### src/hw/ex_pkg.sv
`default_nettype none

package ex_pkg;

  //////////////////////////////
  // Widths
  //////////////////////////////

  // Native word width, modules follow it by default
  localparam int XLEN       = 32;
  localparam int REG_ADDR_W = 5;

  // Register file depth, x0 included
  localparam int NUM_REGS   = 32;

  // Operand or result word
  typedef logic [XLEN-1:0]       data_t;
  // Register file index
  typedef logic [REG_ADDR_W-1:0] reg_addr_t;

  //////////////////////////////
  // Operators
  //////////////////////////////

  // ALU operator, full 4-bit space in use
  typedef enum logic [3:0] {
    ALU_ADD  = 4'd0,
    ALU_SUB  = 4'd1,
    ALU_AND  = 4'd2,
    ALU_OR   = 4'd3,
    ALU_XOR  = 4'd4,
    ALU_SLL  = 4'd5,
    ALU_SRL  = 4'd6,
    ALU_SRA  = 4'd7,
    ALU_SLT  = 4'd8,
    ALU_SLTU = 4'd9,
    // Branch comparisons
    ALU_EQ   = 4'd10,
    ALU_NE   = 4'd11,
    ALU_LT   = 4'd12,
    ALU_GE   = 4'd13,
    ALU_LTU  = 4'd14,
    ALU_GEU  = 4'd15
  } alu_op_e;

  // Multiplier mode, low word only
  typedef enum logic {
    MULT_MUL = 1'b0,
    MULT_MAC = 1'b1
  } mult_mode_e;

endpackage

`default_nettype wire

### src/hw/ex_alu.sv
`default_nettype none

module ex_alu #(
  parameter int DATA_W = ex_pkg::XLEN
) (
  input  ex_pkg::alu_op_e operator_i,
  input  ex_pkg::data_t   operand_a_i,
  input  ex_pkg::data_t   operand_b_i,
  output ex_pkg::data_t   result_o,
  output logic            cmp_result_o
);

  import ex_pkg::*;

  // Shift amount width, 5 bits for a 32-bit word
  localparam int SHAMT_W = $clog2(DATA_W);

  logic               adder_sub;
  logic [DATA_W-1:0]  adder_op_b;
  logic [DATA_W:0]    adder_full;
  logic [DATA_W-1:0]  adder_result;
  logic               carry_out;
  logic               is_equal;
  logic               is_lt;
  logic               is_ltu;
  logic [SHAMT_W-1:0] shamt;
  logic [DATA_W-1:0]  sll_result;
  logic [DATA_W-1:0]  srl_result;
  logic [DATA_W-1:0]  sra_result;

  //////////////////////////////
  // Shared adder
  //////////////////////////////

  // Everything except ADD goes through as a - b
  assign adder_sub  = (operator_i != ALU_ADD);
  assign adder_op_b = adder_sub ? ~operand_b_i : operand_b_i;

  // One extra bit to keep the carry
  assign adder_full = {1'b0, operand_a_i} + {1'b0, adder_op_b}
                    + {{DATA_W{1'b0}}, adder_sub};

  assign adder_result = adder_full[DATA_W-1:0];
  assign carry_out    = adder_full[DATA_W];

  //////////////////////////////
  // Comparison flags
  //////////////////////////////

  // Zero difference means equal
  assign is_equal = (adder_result == '0);

  // No borrow out of a - b means a >= b unsigned
  assign is_ltu = ~carry_out;

  // Signs differ: a is less when a is negative
  // Signs match: sign of the difference decides
  assign is_lt = (operand_a_i[DATA_W-1] != operand_b_i[DATA_W-1]) ?
                 operand_a_i[DATA_W-1] : adder_result[DATA_W-1];

  //////////////////////////////
  // Shifter
  //////////////////////////////

  assign shamt      = operand_b_i[SHAMT_W-1:0];
  assign sll_result = operand_a_i << shamt;
  assign srl_result = operand_a_i >> shamt;
  // Arithmetic right shift keeps the sign
  assign sra_result = $signed(operand_a_i) >>> shamt;

  // Comparison bit, also feeds the branch decision
  always_comb
  begin
    case (operator_i)
      ALU_EQ:           cmp_result_o = is_equal;
      ALU_NE:           cmp_result_o = ~is_equal;
      ALU_LT, ALU_SLT:  cmp_result_o = is_lt;
      ALU_GE:           cmp_result_o = ~is_lt;
      ALU_LTU, ALU_SLTU: cmp_result_o = is_ltu;
      ALU_GEU:          cmp_result_o = ~is_ltu;
      default:          cmp_result_o = 1'b0;
    endcase
  end

  // Result select
  always_comb
  begin
    case (operator_i)
      ALU_ADD, ALU_SUB: result_o = adder_result;
      ALU_AND:          result_o = operand_a_i & operand_b_i;
      ALU_OR:           result_o = operand_a_i | operand_b_i;
      ALU_XOR:          result_o = operand_a_i ^ operand_b_i;
      ALU_SLL:          result_o = sll_result;
      ALU_SRL:          result_o = srl_result;
      ALU_SRA:          result_o = sra_result;
      // Set-less-than and branch comparisons, zero-extended bit
      default:          result_o = {{(DATA_W-1){1'b0}}, cmp_result_o};
    endcase
  end

endmodule

`default_nettype wire

### src/hw/ex_issue_reg.sv
`default_nettype none

module ex_issue_reg (
  input  logic               clk,
  input  logic               rst_n,
  input  logic               in_valid_i,
  input  ex_pkg::alu_op_e    alu_op_i,
  input  ex_pkg::data_t      op_a_i,
  input  ex_pkg::data_t      op_b_i,
  input  ex_pkg::data_t      op_c_i,
  input  logic               mult_en_i,
  input  ex_pkg::mult_mode_e mult_mode_i,
  input  logic               csr_access_i,
  input  ex_pkg::data_t      csr_rdata_i,
  input  logic               branch_i,
  input  ex_pkg::reg_addr_t  waddr_i,
  input  logic               we_i,
  input  logic               ex_ready_i,
  output logic               valid_o,
  output ex_pkg::alu_op_e    alu_op_o,
  output ex_pkg::data_t      op_a_o,
  output ex_pkg::data_t      op_b_o,
  output ex_pkg::data_t      op_c_o,
  output logic               mult_en_o,
  output ex_pkg::mult_mode_e mult_mode_o,
  output logic               csr_access_o,
  output ex_pkg::data_t      csr_rdata_o,
  output logic               branch_o,
  output ex_pkg::reg_addr_t  waddr_o,
  output logic               we_o
);

  import ex_pkg::*;

  //////////////////////////////
  // ID/EX control
  //////////////////////////////

  // Reset leaves a NOP: ADD, no write, no branch
  always_ff @(posedge clk, negedge rst_n)
  begin : id_ex_ctrl
    if (!rst_n)
    begin
      valid_o      <= 1'b0;
      alu_op_o     <= ALU_ADD;
      mult_en_o    <= 1'b0;
      csr_access_o <= 1'b0;
      branch_o     <= 1'b0;
      we_o         <= 1'b0;
    end
    else if (ex_ready_i)
    begin
      valid_o      <= in_valid_i;
      alu_op_o     <= alu_op_i;
      mult_en_o    <= mult_en_i;
      csr_access_o <= csr_access_i;
      // Bubble: no write and no branch
      branch_o     <= in_valid_i & branch_i;
      we_o         <= in_valid_i & we_i;
    end
  end

  // Operands follow only a real operation
  always_ff @(posedge clk)
  begin : id_ex_data
    if (ex_ready_i && in_valid_i)
    begin
      op_a_o      <= op_a_i;
      op_b_o      <= op_b_i;
      op_c_o      <= op_c_i;
      mult_mode_o <= mult_mode_i;
      csr_rdata_o <= csr_rdata_i;
      waddr_o     <= waddr_i;
    end
  end

endmodule

`default_nettype wire

### src/hw/ex_mult.sv
`default_nettype none

module ex_mult #(
  parameter int DATA_W = ex_pkg::XLEN
) (
  input  ex_pkg::mult_mode_e mode_i,
  input  ex_pkg::data_t      op_a_i,
  input  ex_pkg::data_t      op_b_i,
  input  ex_pkg::data_t      mac_i,
  output ex_pkg::data_t      result_o
);

  import ex_pkg::*;

  // Operands split in halves, only the low word is kept
  localparam int HALF_W = DATA_W / 2;

  logic [HALF_W-1:0] a_lo;
  logic [HALF_W-1:0] a_hi;
  logic [HALF_W-1:0] b_lo;
  logic [HALF_W-1:0] b_hi;
  logic [DATA_W-1:0] pp_ll;
  logic [HALF_W-1:0] pp_cross;
  logic [DATA_W-1:0] prod_lo;
  logic [DATA_W-1:0] acc;

  //////////////////////////////
  // Partial products
  //////////////////////////////

  assign a_lo = op_a_i[HALF_W-1:0];
  assign a_hi = op_a_i[DATA_W-1:HALF_W];
  assign b_lo = op_b_i[HALF_W-1:0];
  assign b_hi = op_b_i[DATA_W-1:HALF_W];

  // Low x low, full width
  assign pp_ll = {{HALF_W{1'b0}}, a_lo} * {{HALF_W{1'b0}}, b_lo};

  // Cross terms land in the upper half
  // hi x hi falls out of the low word entirely
  assign pp_cross = a_lo * b_hi + a_hi * b_lo;

  assign prod_lo = pp_ll + {pp_cross, {HALF_W{1'b0}}};

  //////////////////////////////
  // Accumulate
  //////////////////////////////

  // Accumulator only in MAC mode
  assign acc = (mode_i == MULT_MAC) ? mac_i : '0;

  // Wraps at the word width, like the plain product
  assign result_o = prod_lo + acc;

endmodule

`default_nettype wire

### src/hw/ex_stage.sv
`default_nettype none

module ex_stage #(
  parameter int DATA_W = ex_pkg::XLEN
) (
  input  logic               clk,
  input  logic               rst_n,
  input  logic               valid_i,
  input  ex_pkg::alu_op_e    alu_op_i,
  input  ex_pkg::data_t      op_a_i,
  input  ex_pkg::data_t      op_b_i,
  input  ex_pkg::data_t      op_c_i,
  input  logic               mult_en_i,
  input  ex_pkg::mult_mode_e mult_mode_i,
  input  logic               csr_access_i,
  input  ex_pkg::data_t      csr_rdata_i,
  input  logic               branch_i,
  input  ex_pkg::reg_addr_t  waddr_i,
  input  logic               we_i,
  input  logic               lsu_ready_i,
  input  logic               wb_ready_i,
  output ex_pkg::data_t      fw_wdata_o,
  output ex_pkg::reg_addr_t  fw_waddr_o,
  output logic               fw_we_o,
  output ex_pkg::data_t      jump_target_o,
  output logic               branch_decision_o,
  output logic               ex_ready_o,
  output logic               ex_valid_o,
  output logic               wb_we_o,
  output ex_pkg::reg_addr_t  wb_waddr_o,
  output ex_pkg::data_t      wb_wdata_o
);

  import ex_pkg::*;

  data_t alu_result;
  data_t alu_csr_result;
  data_t mult_result;
  logic  alu_cmp_result;

  ex_alu #(.DATA_W(DATA_W)) u_alu (
    .operator_i   (alu_op_i),
    .operand_a_i  (op_a_i),
    .operand_b_i  (op_b_i),
    .result_o     (alu_result),
    .cmp_result_o (alu_cmp_result)
  );

  // op_c doubles as the accumulator
  ex_mult #(.DATA_W(DATA_W)) u_mult (
    .mode_i   (mult_mode_i),
    .op_a_i   (op_a_i),
    .op_b_i   (op_b_i),
    .mac_i    (op_c_i),
    .result_o (mult_result)
  );

  // Multiplier wins, then CSR over ALU
  assign alu_csr_result = csr_access_i ? csr_rdata_i : alu_result;
  assign fw_wdata_o     = mult_en_i ? mult_result : alu_csr_result;
  assign fw_waddr_o     = waddr_i;
  assign fw_we_o        = we_i;

  // Branch outcome and target straight from EX
  assign branch_decision_o = alu_cmp_result;
  assign jump_target_o     = op_c_i;

  // Branches retire here, so they never wait on WB or LSU
  assign ex_ready_o = (lsu_ready_i & wb_ready_i) | branch_i;
  assign ex_valid_o = lsu_ready_i & wb_ready_i;

  //////////////////////////////
  // EX/WB register
  //////////////////////////////

  always_ff @(posedge clk, negedge rst_n)
  begin : ex_wb_ctrl
    if (!rst_n)
    begin
      wb_we_o    <= 1'b0;
      wb_waddr_o <= '0;
    end
    else if (ex_valid_o && valid_i)
    begin
      wb_we_o <= we_i;
      if (we_i)
        wb_waddr_o <= waddr_i;
    end
    else if (wb_ready_i)
    begin
      // WB can take one but EX has none, flush
      wb_we_o <= 1'b0;
    end
  end

  // Result word only moves on a real write
  always_ff @(posedge clk)
  begin : ex_wb_data
    if (ex_valid_o && valid_i && we_i)
      wb_wdata_o <= fw_wdata_o;
  end

endmodule

`default_nettype wire

### src/hw/ex_subsys_top.sv
`default_nettype none

module ex_subsys_top #(
  parameter int DATA_W = ex_pkg::XLEN
) (
  input  logic               clk,
  input  logic               rst_n,
  input  logic               in_valid_i,
  input  ex_pkg::alu_op_e    alu_op_i,
  input  ex_pkg::data_t      op_a_i,
  input  ex_pkg::data_t      op_b_i,
  input  ex_pkg::data_t      op_c_i,
  input  logic               mult_en_i,
  input  ex_pkg::mult_mode_e mult_mode_i,
  input  logic               csr_access_i,
  input  ex_pkg::data_t      csr_rdata_i,
  input  logic               branch_i,
  input  ex_pkg::reg_addr_t  waddr_i,
  input  logic               we_i,
  input  logic               lsu_ready_i,
  input  logic               wb_ready_i,
  input  ex_pkg::reg_addr_t  rd_addr_i,
  output ex_pkg::data_t      fw_wdata_o,
  output ex_pkg::reg_addr_t  fw_waddr_o,
  output logic               fw_we_o,
  output ex_pkg::data_t      jump_target_o,
  output logic               branch_decision_o,
  output logic               ex_ready_o,
  output logic               ex_valid_o,
  output ex_pkg::data_t      rd_data_o
);

  import ex_pkg::*;

  // Issue register outputs
  logic       iss_valid;
  alu_op_e    iss_alu_op;
  data_t      iss_op_a;
  data_t      iss_op_b;
  data_t      iss_op_c;
  logic       iss_mult_en;
  mult_mode_e iss_mult_mode;
  logic       iss_csr_access;
  data_t      iss_csr_rdata;
  logic       iss_branch;
  reg_addr_t  iss_waddr;
  logic       iss_we;

  // EX/WB to register file
  logic       wb_we;
  reg_addr_t  wb_waddr;
  data_t      wb_wdata;

  //////////////////////////////
  // ID/EX
  //////////////////////////////

  // Loads only while EX can accept
  ex_issue_reg u_issue_reg (
    .clk          (clk),
    .rst_n        (rst_n),
    .in_valid_i   (in_valid_i),
    .alu_op_i     (alu_op_i),
    .op_a_i       (op_a_i),
    .op_b_i       (op_b_i),
    .op_c_i       (op_c_i),
    .mult_en_i    (mult_en_i),
    .mult_mode_i  (mult_mode_i),
    .csr_access_i (csr_access_i),
    .csr_rdata_i  (csr_rdata_i),
    .branch_i     (branch_i),
    .waddr_i      (waddr_i),
    .we_i         (we_i),
    .ex_ready_i   (ex_ready_o),
    .valid_o      (iss_valid),
    .alu_op_o     (iss_alu_op),
    .op_a_o       (iss_op_a),
    .op_b_o       (iss_op_b),
    .op_c_o       (iss_op_c),
    .mult_en_o    (iss_mult_en),
    .mult_mode_o  (iss_mult_mode),
    .csr_access_o (iss_csr_access),
    .csr_rdata_o  (iss_csr_rdata),
    .branch_o     (iss_branch),
    .waddr_o      (iss_waddr),
    .we_o         (iss_we)
  );

  // Execute plus EX/WB
  ex_stage #(.DATA_W(DATA_W)) u_ex_stage (
    .clk               (clk),
    .rst_n             (rst_n),
    .valid_i           (iss_valid),
    .alu_op_i          (iss_alu_op),
    .op_a_i            (iss_op_a),
    .op_b_i            (iss_op_b),
    .op_c_i            (iss_op_c),
    .mult_en_i         (iss_mult_en),
    .mult_mode_i       (iss_mult_mode),
    .csr_access_i      (iss_csr_access),
    .csr_rdata_i       (iss_csr_rdata),
    .branch_i          (iss_branch),
    .waddr_i           (iss_waddr),
    .we_i              (iss_we),
    .lsu_ready_i       (lsu_ready_i),
    .wb_ready_i        (wb_ready_i),
    .fw_wdata_o        (fw_wdata_o),
    .fw_waddr_o        (fw_waddr_o),
    .fw_we_o           (fw_we_o),
    .jump_target_o     (jump_target_o),
    .branch_decision_o (branch_decision_o),
    .ex_ready_o        (ex_ready_o),
    .ex_valid_o        (ex_valid_o),
    .wb_we_o           (wb_we),
    .wb_waddr_o        (wb_waddr),
    .wb_wdata_o        (wb_wdata)
  );

  // Commit one edge after EX/WB
  wb_regfile u_regfile (
    .clk     (clk),
    .rst_n   (rst_n),
    .we_i    (wb_we),
    .waddr_i (wb_waddr),
    .wdata_i (wb_wdata),
    .raddr_i (rd_addr_i),
    .rdata_o (rd_data_o)
  );

endmodule

`default_nettype wire

### src/hw/wb_regfile.sv
`default_nettype none

module wb_regfile (
  input  logic              clk,
  input  logic              rst_n,
  input  logic              we_i,
  input  ex_pkg::reg_addr_t waddr_i,
  input  ex_pkg::data_t     wdata_i,
  input  ex_pkg::reg_addr_t raddr_i,
  output ex_pkg::data_t     rdata_o
);

  import ex_pkg::*;

  // Flop-based storage, entry 0 never written
  data_t mem [NUM_REGS];

  logic  wr_allowed;

  // x0 is hardwired, writes to it are dropped
  assign wr_allowed = we_i && (waddr_i != '0);

  //////////////////////////////
  // Write port
  //////////////////////////////

  always_ff @(posedge clk, negedge rst_n)
  begin : rf_write
    if (!rst_n)
    begin
      for (int i = 0; i < NUM_REGS; i++)
      begin
        mem[i] <= '0;
      end
    end
    else if (wr_allowed)
    begin
      mem[waddr_i] <= wdata_i;
    end
  end

  //////////////////////////////
  // Read port
  //////////////////////////////

  // Combinational read, x0 forced to zero
  always_comb
  begin
    if (raddr_i == '0)
      rdata_o = '0;
    else
      rdata_o = mem[raddr_i];
  end

endmodule

`default_nettype wire

### config.mk
export PLATFORM = sky130hd
export DESIGN_NAME = ex_subsys_top
export DESIGN_NICKNAME = d
export VERILOG_FILES = /design/src/hw/ex_pkg.sv /design/src/hw/ex_alu.sv /design/src/hw/ex_issue_reg.sv /design/src/hw/ex_mult.sv /design/src/hw/ex_stage.sv /design/src/hw/ex_subsys_top.sv /design/src/hw/wb_regfile.sv
export SDC_FILE = /design/constraint.sdc
export NUM_CORES = 2
export LEC_CHECK = 0
export ABC_CLOCK_PERIOD_IN_PS = 32800
export BUFFER_PORTS_ARGS = -buffer_cell sky130_fd_sc_hd__buf_2
export CAP_MARGIN = 0
export CORE_MARGIN = 8
export CORE_UTILIZATION = 28
export CTS_BUF_LIST = sky130_fd_sc_hd__clkbuf_4 sky130_fd_sc_hd__clkbuf_8
export DETAILED_ROUTE_END_ITERATION = 16
export GPL_TIMING_DRIVEN = 0
export SYNTH_ARGS = -nofsm -noshare
export SYNTH_HDL_FRONTEND = slang
export SYNTH_HIERARCHICAL = 1
export SYNTH_SLANG_ARGS = --single-unit
### constraint.sdc
create_clock -name clk -period 32.8 [get_ports clk]
set_input_delay 3.28 -clock clk [delete_from_list [all_inputs] [get_ports clk]]
set_output_delay 3.28 -clock clk [all_outputs]
set_load 0.05 [all_outputs]
[Yosys cells after proc, flatten, opt, wreduce, memory -nomap -nowiden]
Cells that the tools add are included.
Word-level totals
  register bits after elaboration: 1205
  logic and storage cells: 121
  bits of input ports: 152
  output and inout bits: 105
Cells by class
  shifts and indexed selects: 3
  add/subtract/negate cells: 5
  bitwise logic cells: 13
  $lt $le $gt $ge: 3
  multipliers: 3
  mux-type cells: 16
  equality and inequality tests: 16
  reductions and logical operators: 15
Operators with widths (number)
  $bwmux 1024: 1
  $mux 32: 8
  $pmux 32 s7: 1
  $bmux 32 s5: 1
  $demux 32 s5: 1
  $add 32x32->32: 2
  $add 32x32->33: 1
  $add 33x1->33: 1
  $and 32x32->32: 1
  $eq 4x4->1 const B: 8
  $logic_not 32->1: 1
  $mul 16x16->16: 2
  $mul 16x16->32: 1
  $not 32->32: 1
  $or 32x32->32: 1
  $shl 32x5->32: 1
  $shr 32x5->32: 1
  $sshr 32x5->32: 1
  $xor 32x32->32: 1
  $add 16x16->16: 1
  $eq 4x3->1 const B: 4
  $ge 6x6->1 const B: 2
  $not 5->6: 2
  $eq 4x2->1 const B: 2
  16 further kinds: 28

[Depth between registers and ports, before layout]
  depth in word-level cells: 10
  mapped depth: 41
  depth with buffers taken out: 40

[Modules after synthesis]
Netlist, hierarchy kept.
Modules (own cells, without submodules)
  wb_regfile: seq. area each 25624.6 µm², cells each 2949, area an instance 46417.0 µm², instances 1
  ex_mult: seq. area each 0.0 µm², cells each 2088, area an instance 18201.2 µm², instances 1
  ex_alu: seq. area each 0.0 µm², cells each 1147, area an instance 7529.7 µm², instances 1
  ex_issue_reg: seq. area each 4249.1 µm², cells each 157, area an instance 4370.4 µm², instances 1
  ex_stage: seq. area each 1111.1 µm², cells each 194, area an instance 2198.4 µm², instances 1

[Worst setup path after synthesis]
OpenSTA, ideal clock, no wires.
  path type: register -> output
  start point: register u_issue_reg.op_a_o[4]
  end point: output fw_wdata_o[31]
  cell stages (with the launch flop): 41
  data arrival time: 9805 ps
  data required time: 29520 ps
  buffers on the path: 2
  slack: 19715 ps
  cell sequence: edfxtp_1 -> clkbuf_1 -> clkbuf_1 -> nand2_1 -> fa_1 -> fa_1 -> fa_1 -> inv_1 -> ha_1 -> inv_1 -> fa_1 -> inv_1 -> fa_1 -> inv_1 -> fa_1 -> inv_1 -> fa_1 -> ha_1 -> [... 5 more ...] -> xnor2_1 -> ha_1 -> ha_1 -> ha_1 -> inv_1 -> fa_1 -> fa_1 -> xnor2_1 -> xnor2_1 -> xnor2_1 -> xnor2_1 -> xnor2_1 -> xnor2_1 -> xnor2_1 -> xnor2_1 -> xnor2_1 -> nand2_1 -> o21ai_1
Between the ends
  cells in the longest elaborated chain, start to end: 5
  elaborated cells between the ends (all ways): 13
  classes of those cells: add/sub: 5; mul: 2; shift: 3; mux: 3
RTL lines
  start: declaration: RTL line ex_issue_reg.sv:21  | output ex_pkg::data_t op_a_o,
  start signal: assignment: RTL line ex_issue_reg.sv:68  | op_a_o <= op_a_i;
  $mul 16x16->16: RTL line ex_mult.sv:41  | assign pp_cross = a_lo * b_hi + a_hi * b_lo;
  $add 16x16->16: RTL line ex_mult.sv:41
  $add 32x32->32 *: RTL line ex_mult.sv:43  | assign prod_lo = pp_ll + {pp_cross, {HALF_W{1'b0}}};
  $add 32x32->32 *: RTL line ex_mult.sv:53  | assign result_o = prod_lo + acc;
  net u_ex_stage.mult_result[31]: RTL line ex_stage.sv:38  | data_t mult_result;
  $mux 32 *: RTL line ex_stage.sv:60  | assign fw_wdata_o = mult_en_i ? mult_result : alu_csr_result;
  end: declaration: RTL line ex_subsys_top.sv:23  | output ex_pkg::data_t fw_wdata_o,
The timed path passes the listed nets; every way through them passes the cells marked *.

[Final worst setup path]
  start point: register u_issue_reg.op_a_o[2]
  end point: output fw_wdata_o[31]
The elaborated chain is that of the path after synthesis.

==> flow_summary.toml <==
[detailed_routing]
wirelength_mm = 279
dr_total_vias = 54655
dr.pass1.iters = 8
wire_per_inst_um = 25.6
vias_per_cell = 5.02
drt-initial-drc-count = 4619
route.antenna.remaining_nets = 0
drc = 0

[synth]
ys.flop_type = "sky130_fd_sc_hd__dfrtp_1"
synth_simple_gate_area_frac = 0.0673
yosysTopAreaCell = "sky130_fd_sc_hd__dfrtp_1"
synth-compound-area-share = 0.0590
synth.avg_cell_area_um2 = 12.0
ys_types = 89
synth_mux_area_frac = 0.238
postSynthRegisterBits = 1205
number_of_synthesized_flops_with_an_enable_pin = 166
post-synth-top-area-fraction = 0.330
post_synthesis_adder_cell_area_fraction = 0.159
synth_seq_area_share = 0.394
share_of_the_synthesized_netlist_area_taken_by_xor_and_xnor_gates = 0.0179
postSynthNetCount = 7435
netlist_area_mm2 = 0.0787
synth.area.top_cells = "sky130_fd_sc_hd__dfrtp_1, sky130_fd_sc_hd__mux2_2, sky130_fd_sc_hd__fa_1"
postSynth.asyncResetShare = 0.862
yosysWarningCount = 6
postSynthCellCount = 6535
synth_top_family_by_area = "multiplexers"

[placement]
place.detailed.instances = 10521
pre_cts_slack_ps = 16300
detailed_place_hpwl_mm = 216
number_of_port_buffers = 252
gp_routability_congestion = 0.928

[timing]
fin_skew_ps = 108
layout_min_cycle_time_ps = 17450
report.final.slew_viol_count = 0
slew-limit-headroom = 0.130
setup-violations-final = 0
layout_setup_ws_ps = 15350
timing.fmax_ghz = 0.0573
tns_ps = 0
setup_repair_after_global_routing_missed_its_margin = "no"
worstMarginPinSlew_ps = 1290
hold_viol_final = 0
min_period_over_period = 0.532

[grt]
grt_max_degree = 130
grt_pass1_wl_mm = 405
groute.usage.overall = 0.182
antenna_found_initial = 13
global_route.overflow_total = 0
first_global_vias = 57991

[min_path]
worst_hold_startpoint = "u_regfile/mem[1003]$_DFFE_PN0P_"
worstHoldPathType = "flop to flop"
holdPathEnd = "u_regfile/mem[1003]$_DFFE_PN0P_"
worstHoldPathCells = 1

[run]
cap_violations = 0

[floorplan]
fp.dieH_um = 546
dieArea_mm2 = 0.298
row_count = 194
design.portCount = 257
initial_core_util = 0.282
core_area_mm2 = 0.280
fp.dieW_um = 546

[cells_and_area]
nFillCells = 28318
post-route-util = 0.319
layout.cells.most_common = "sky130_fd_sc_hd__dfrtp_1"
post_route_cells_drive_above_1_share = 0.298
design.final.nets = 7907
areaGrowthSynthToFinish_pct = 13.4
mostFrequentLayoutCells = "sky130_fd_sc_hd__dfrtp_1, sky130_fd_sc_hd__mux2_2, sky130_fd_sc_hd__inv_1, sky130_fd_sc_hd__nand2_1, sky130_fd_sc_hd__fa_1"
final_cells = 10890

[setup_path]
setup.worst_path.start_class = "flop"
worst_ep_arrival_time_ps = 14170
critPathMaxFanout = 12
r2r_slack_ps = 19660
worstRegToRegCells = 40
path_class = "flop to output pin"
critical_path_required_ps = 29520
crit_slowest_cell = "sky130_fd_sc_hd__edfxtp_1"
worst_r2r_start = "u_issue_reg/op_a_o[2]$_DFFE_PP_"
rr_endpoint = "u_ex_stage/wb_wdata_o[31]$_DFFE_PP_"
type_of_destination_of_the_critical_path = "output pin"
critPathMostFrequentCell = "sky130_fd_sc_hd__xnor2_1"
cpPeakStageDelay_ps = 880

[clocking]
cts-root-buf = "sky130_fd_sc_hd__clkbuf_8"
clk_pin_slew_ps = 60
clock_tree_from_tritoncts = "built"
cts-root-to-sink-buffers = 4
holdBufCountCts = 0
htree_num_levels = 4
cts_setup_buffers = 0
clkLatencyLatePin_ps = 990
clock_sink_count = 1205
cts_buffers = 208
postCtsResizedCells = 0

[status]
outcome = "complete, no violations"
flip-flops by register name, indices dropped and copies added, names as in the netlist, 5 cells and up:
name                     cells
u_regfile/mem             1024
u_ex_stage/wb_wdata_o       32
u_issue_reg/csr_rdata_o     32
u_issue_reg/op_a_o          32
u_issue_reg/op_b_o          32
u_issue_reg/op_c_o          32
u_ex_stage/wb_waddr_o        5
u_issue_reg/waddr_o          5
synth_stat cells, drive strengths merged (35+ instances only):
cell type,count
nor2b,41
fa,422
a311oi,35
clkbuf,303
a21oi,111
ha,326
mux2i,160
mux2,1042
nand2,508
and2,265
dfrtp,1039
inv,625
o21ai,247
edfxtp,166
a211oi,40
nor3,35
a22oi,55
a221oi,41
buf,246
xnor2,140
mux4,241
nor2,141
layer usage:
layer	vias to the layer above	share of wire	track usage
met4	0	0.045	0.0725
li1	23433	-	-
met2	2069	0.47	0.299
met1	28607	0.42	0.237
met3	546	0.069	0.0361
met5	-	0	0
logic make-up (layout without fill, tap and decap cells):
group           count (synthesis)  after routing
xor+xnor                      160            160
buf+inv                      1176           1798
simple gates                 1102           1102
other cells                     0              9
flops                        1205           1205
mux                          1443           1443
compound gates                701            701
fa+ha+maj                     748            748
layout make-up:
class	count	area (um2)	share of cell area
Antenna cell	9	22.5	0.000252
Tap cell	3724	4660	0.0522
Clock buffer	319	3970	0.0445
Clock inverter	41	360	0.00404
Multi-Input combinational cell	4154	42600	0.478
Inverter	627	2350	0.0264
Sequential cell	1205	31000	0.347
Buffer	549	2740	0.0307
Timing Repair Buffer	262	1550	0.0173
worst max path at each step:
stage,from,end,slack [ps],cells past startpoint
2_1_floorplan,u_issue_reg/op_a_o[4]$_DFFE_PP_,fw_wdata_o[31],19720,40
3_3_place_gp,rst_n,u_issue_reg/alu_op_o[0]$_DFFE_PN0P_,6670,1
3_5_place_dp,u_issue_reg/op_a_o[3]$_DFFE_PP_,fw_wdata_o[31],16300,41
4_1_cts,u_issue_reg/op_a_o[2]$_DFFE_PP_,fw_wdata_o[31],15200,41
5_1_grt,u_issue_reg/op_a_o[3]$_DFFE_PP_,fw_wdata_o[31],14950,41
6_report,u_issue_reg/op_a_o[2]$_DFFE_PP_,fw_wdata_o[31],15350,41
stage by stage:
stage	hold WS, ps	instance area (um2)
global route	472	89300
detailed placement	444	84900
global placement	435	84600
floorplan	425	78700
finish	451	89300
CTS	460	89300
critical path: cells and delay by family (launching register included):
family | cells | cell delay, ps
and+or+nand+nor | 3 | 590
xor gates and xnor gates | 10 | 2570
buffers and inverters | 9 | 2170
AOI/OAI and AO/OA | 5 | 1340
adders and majority gates | 14 | 5650
DFF | 1 | 880
Power is left out: the tool's default activity adds up to more than one toggle a clock period on the data nets, which glitch-free logic cannot reach.
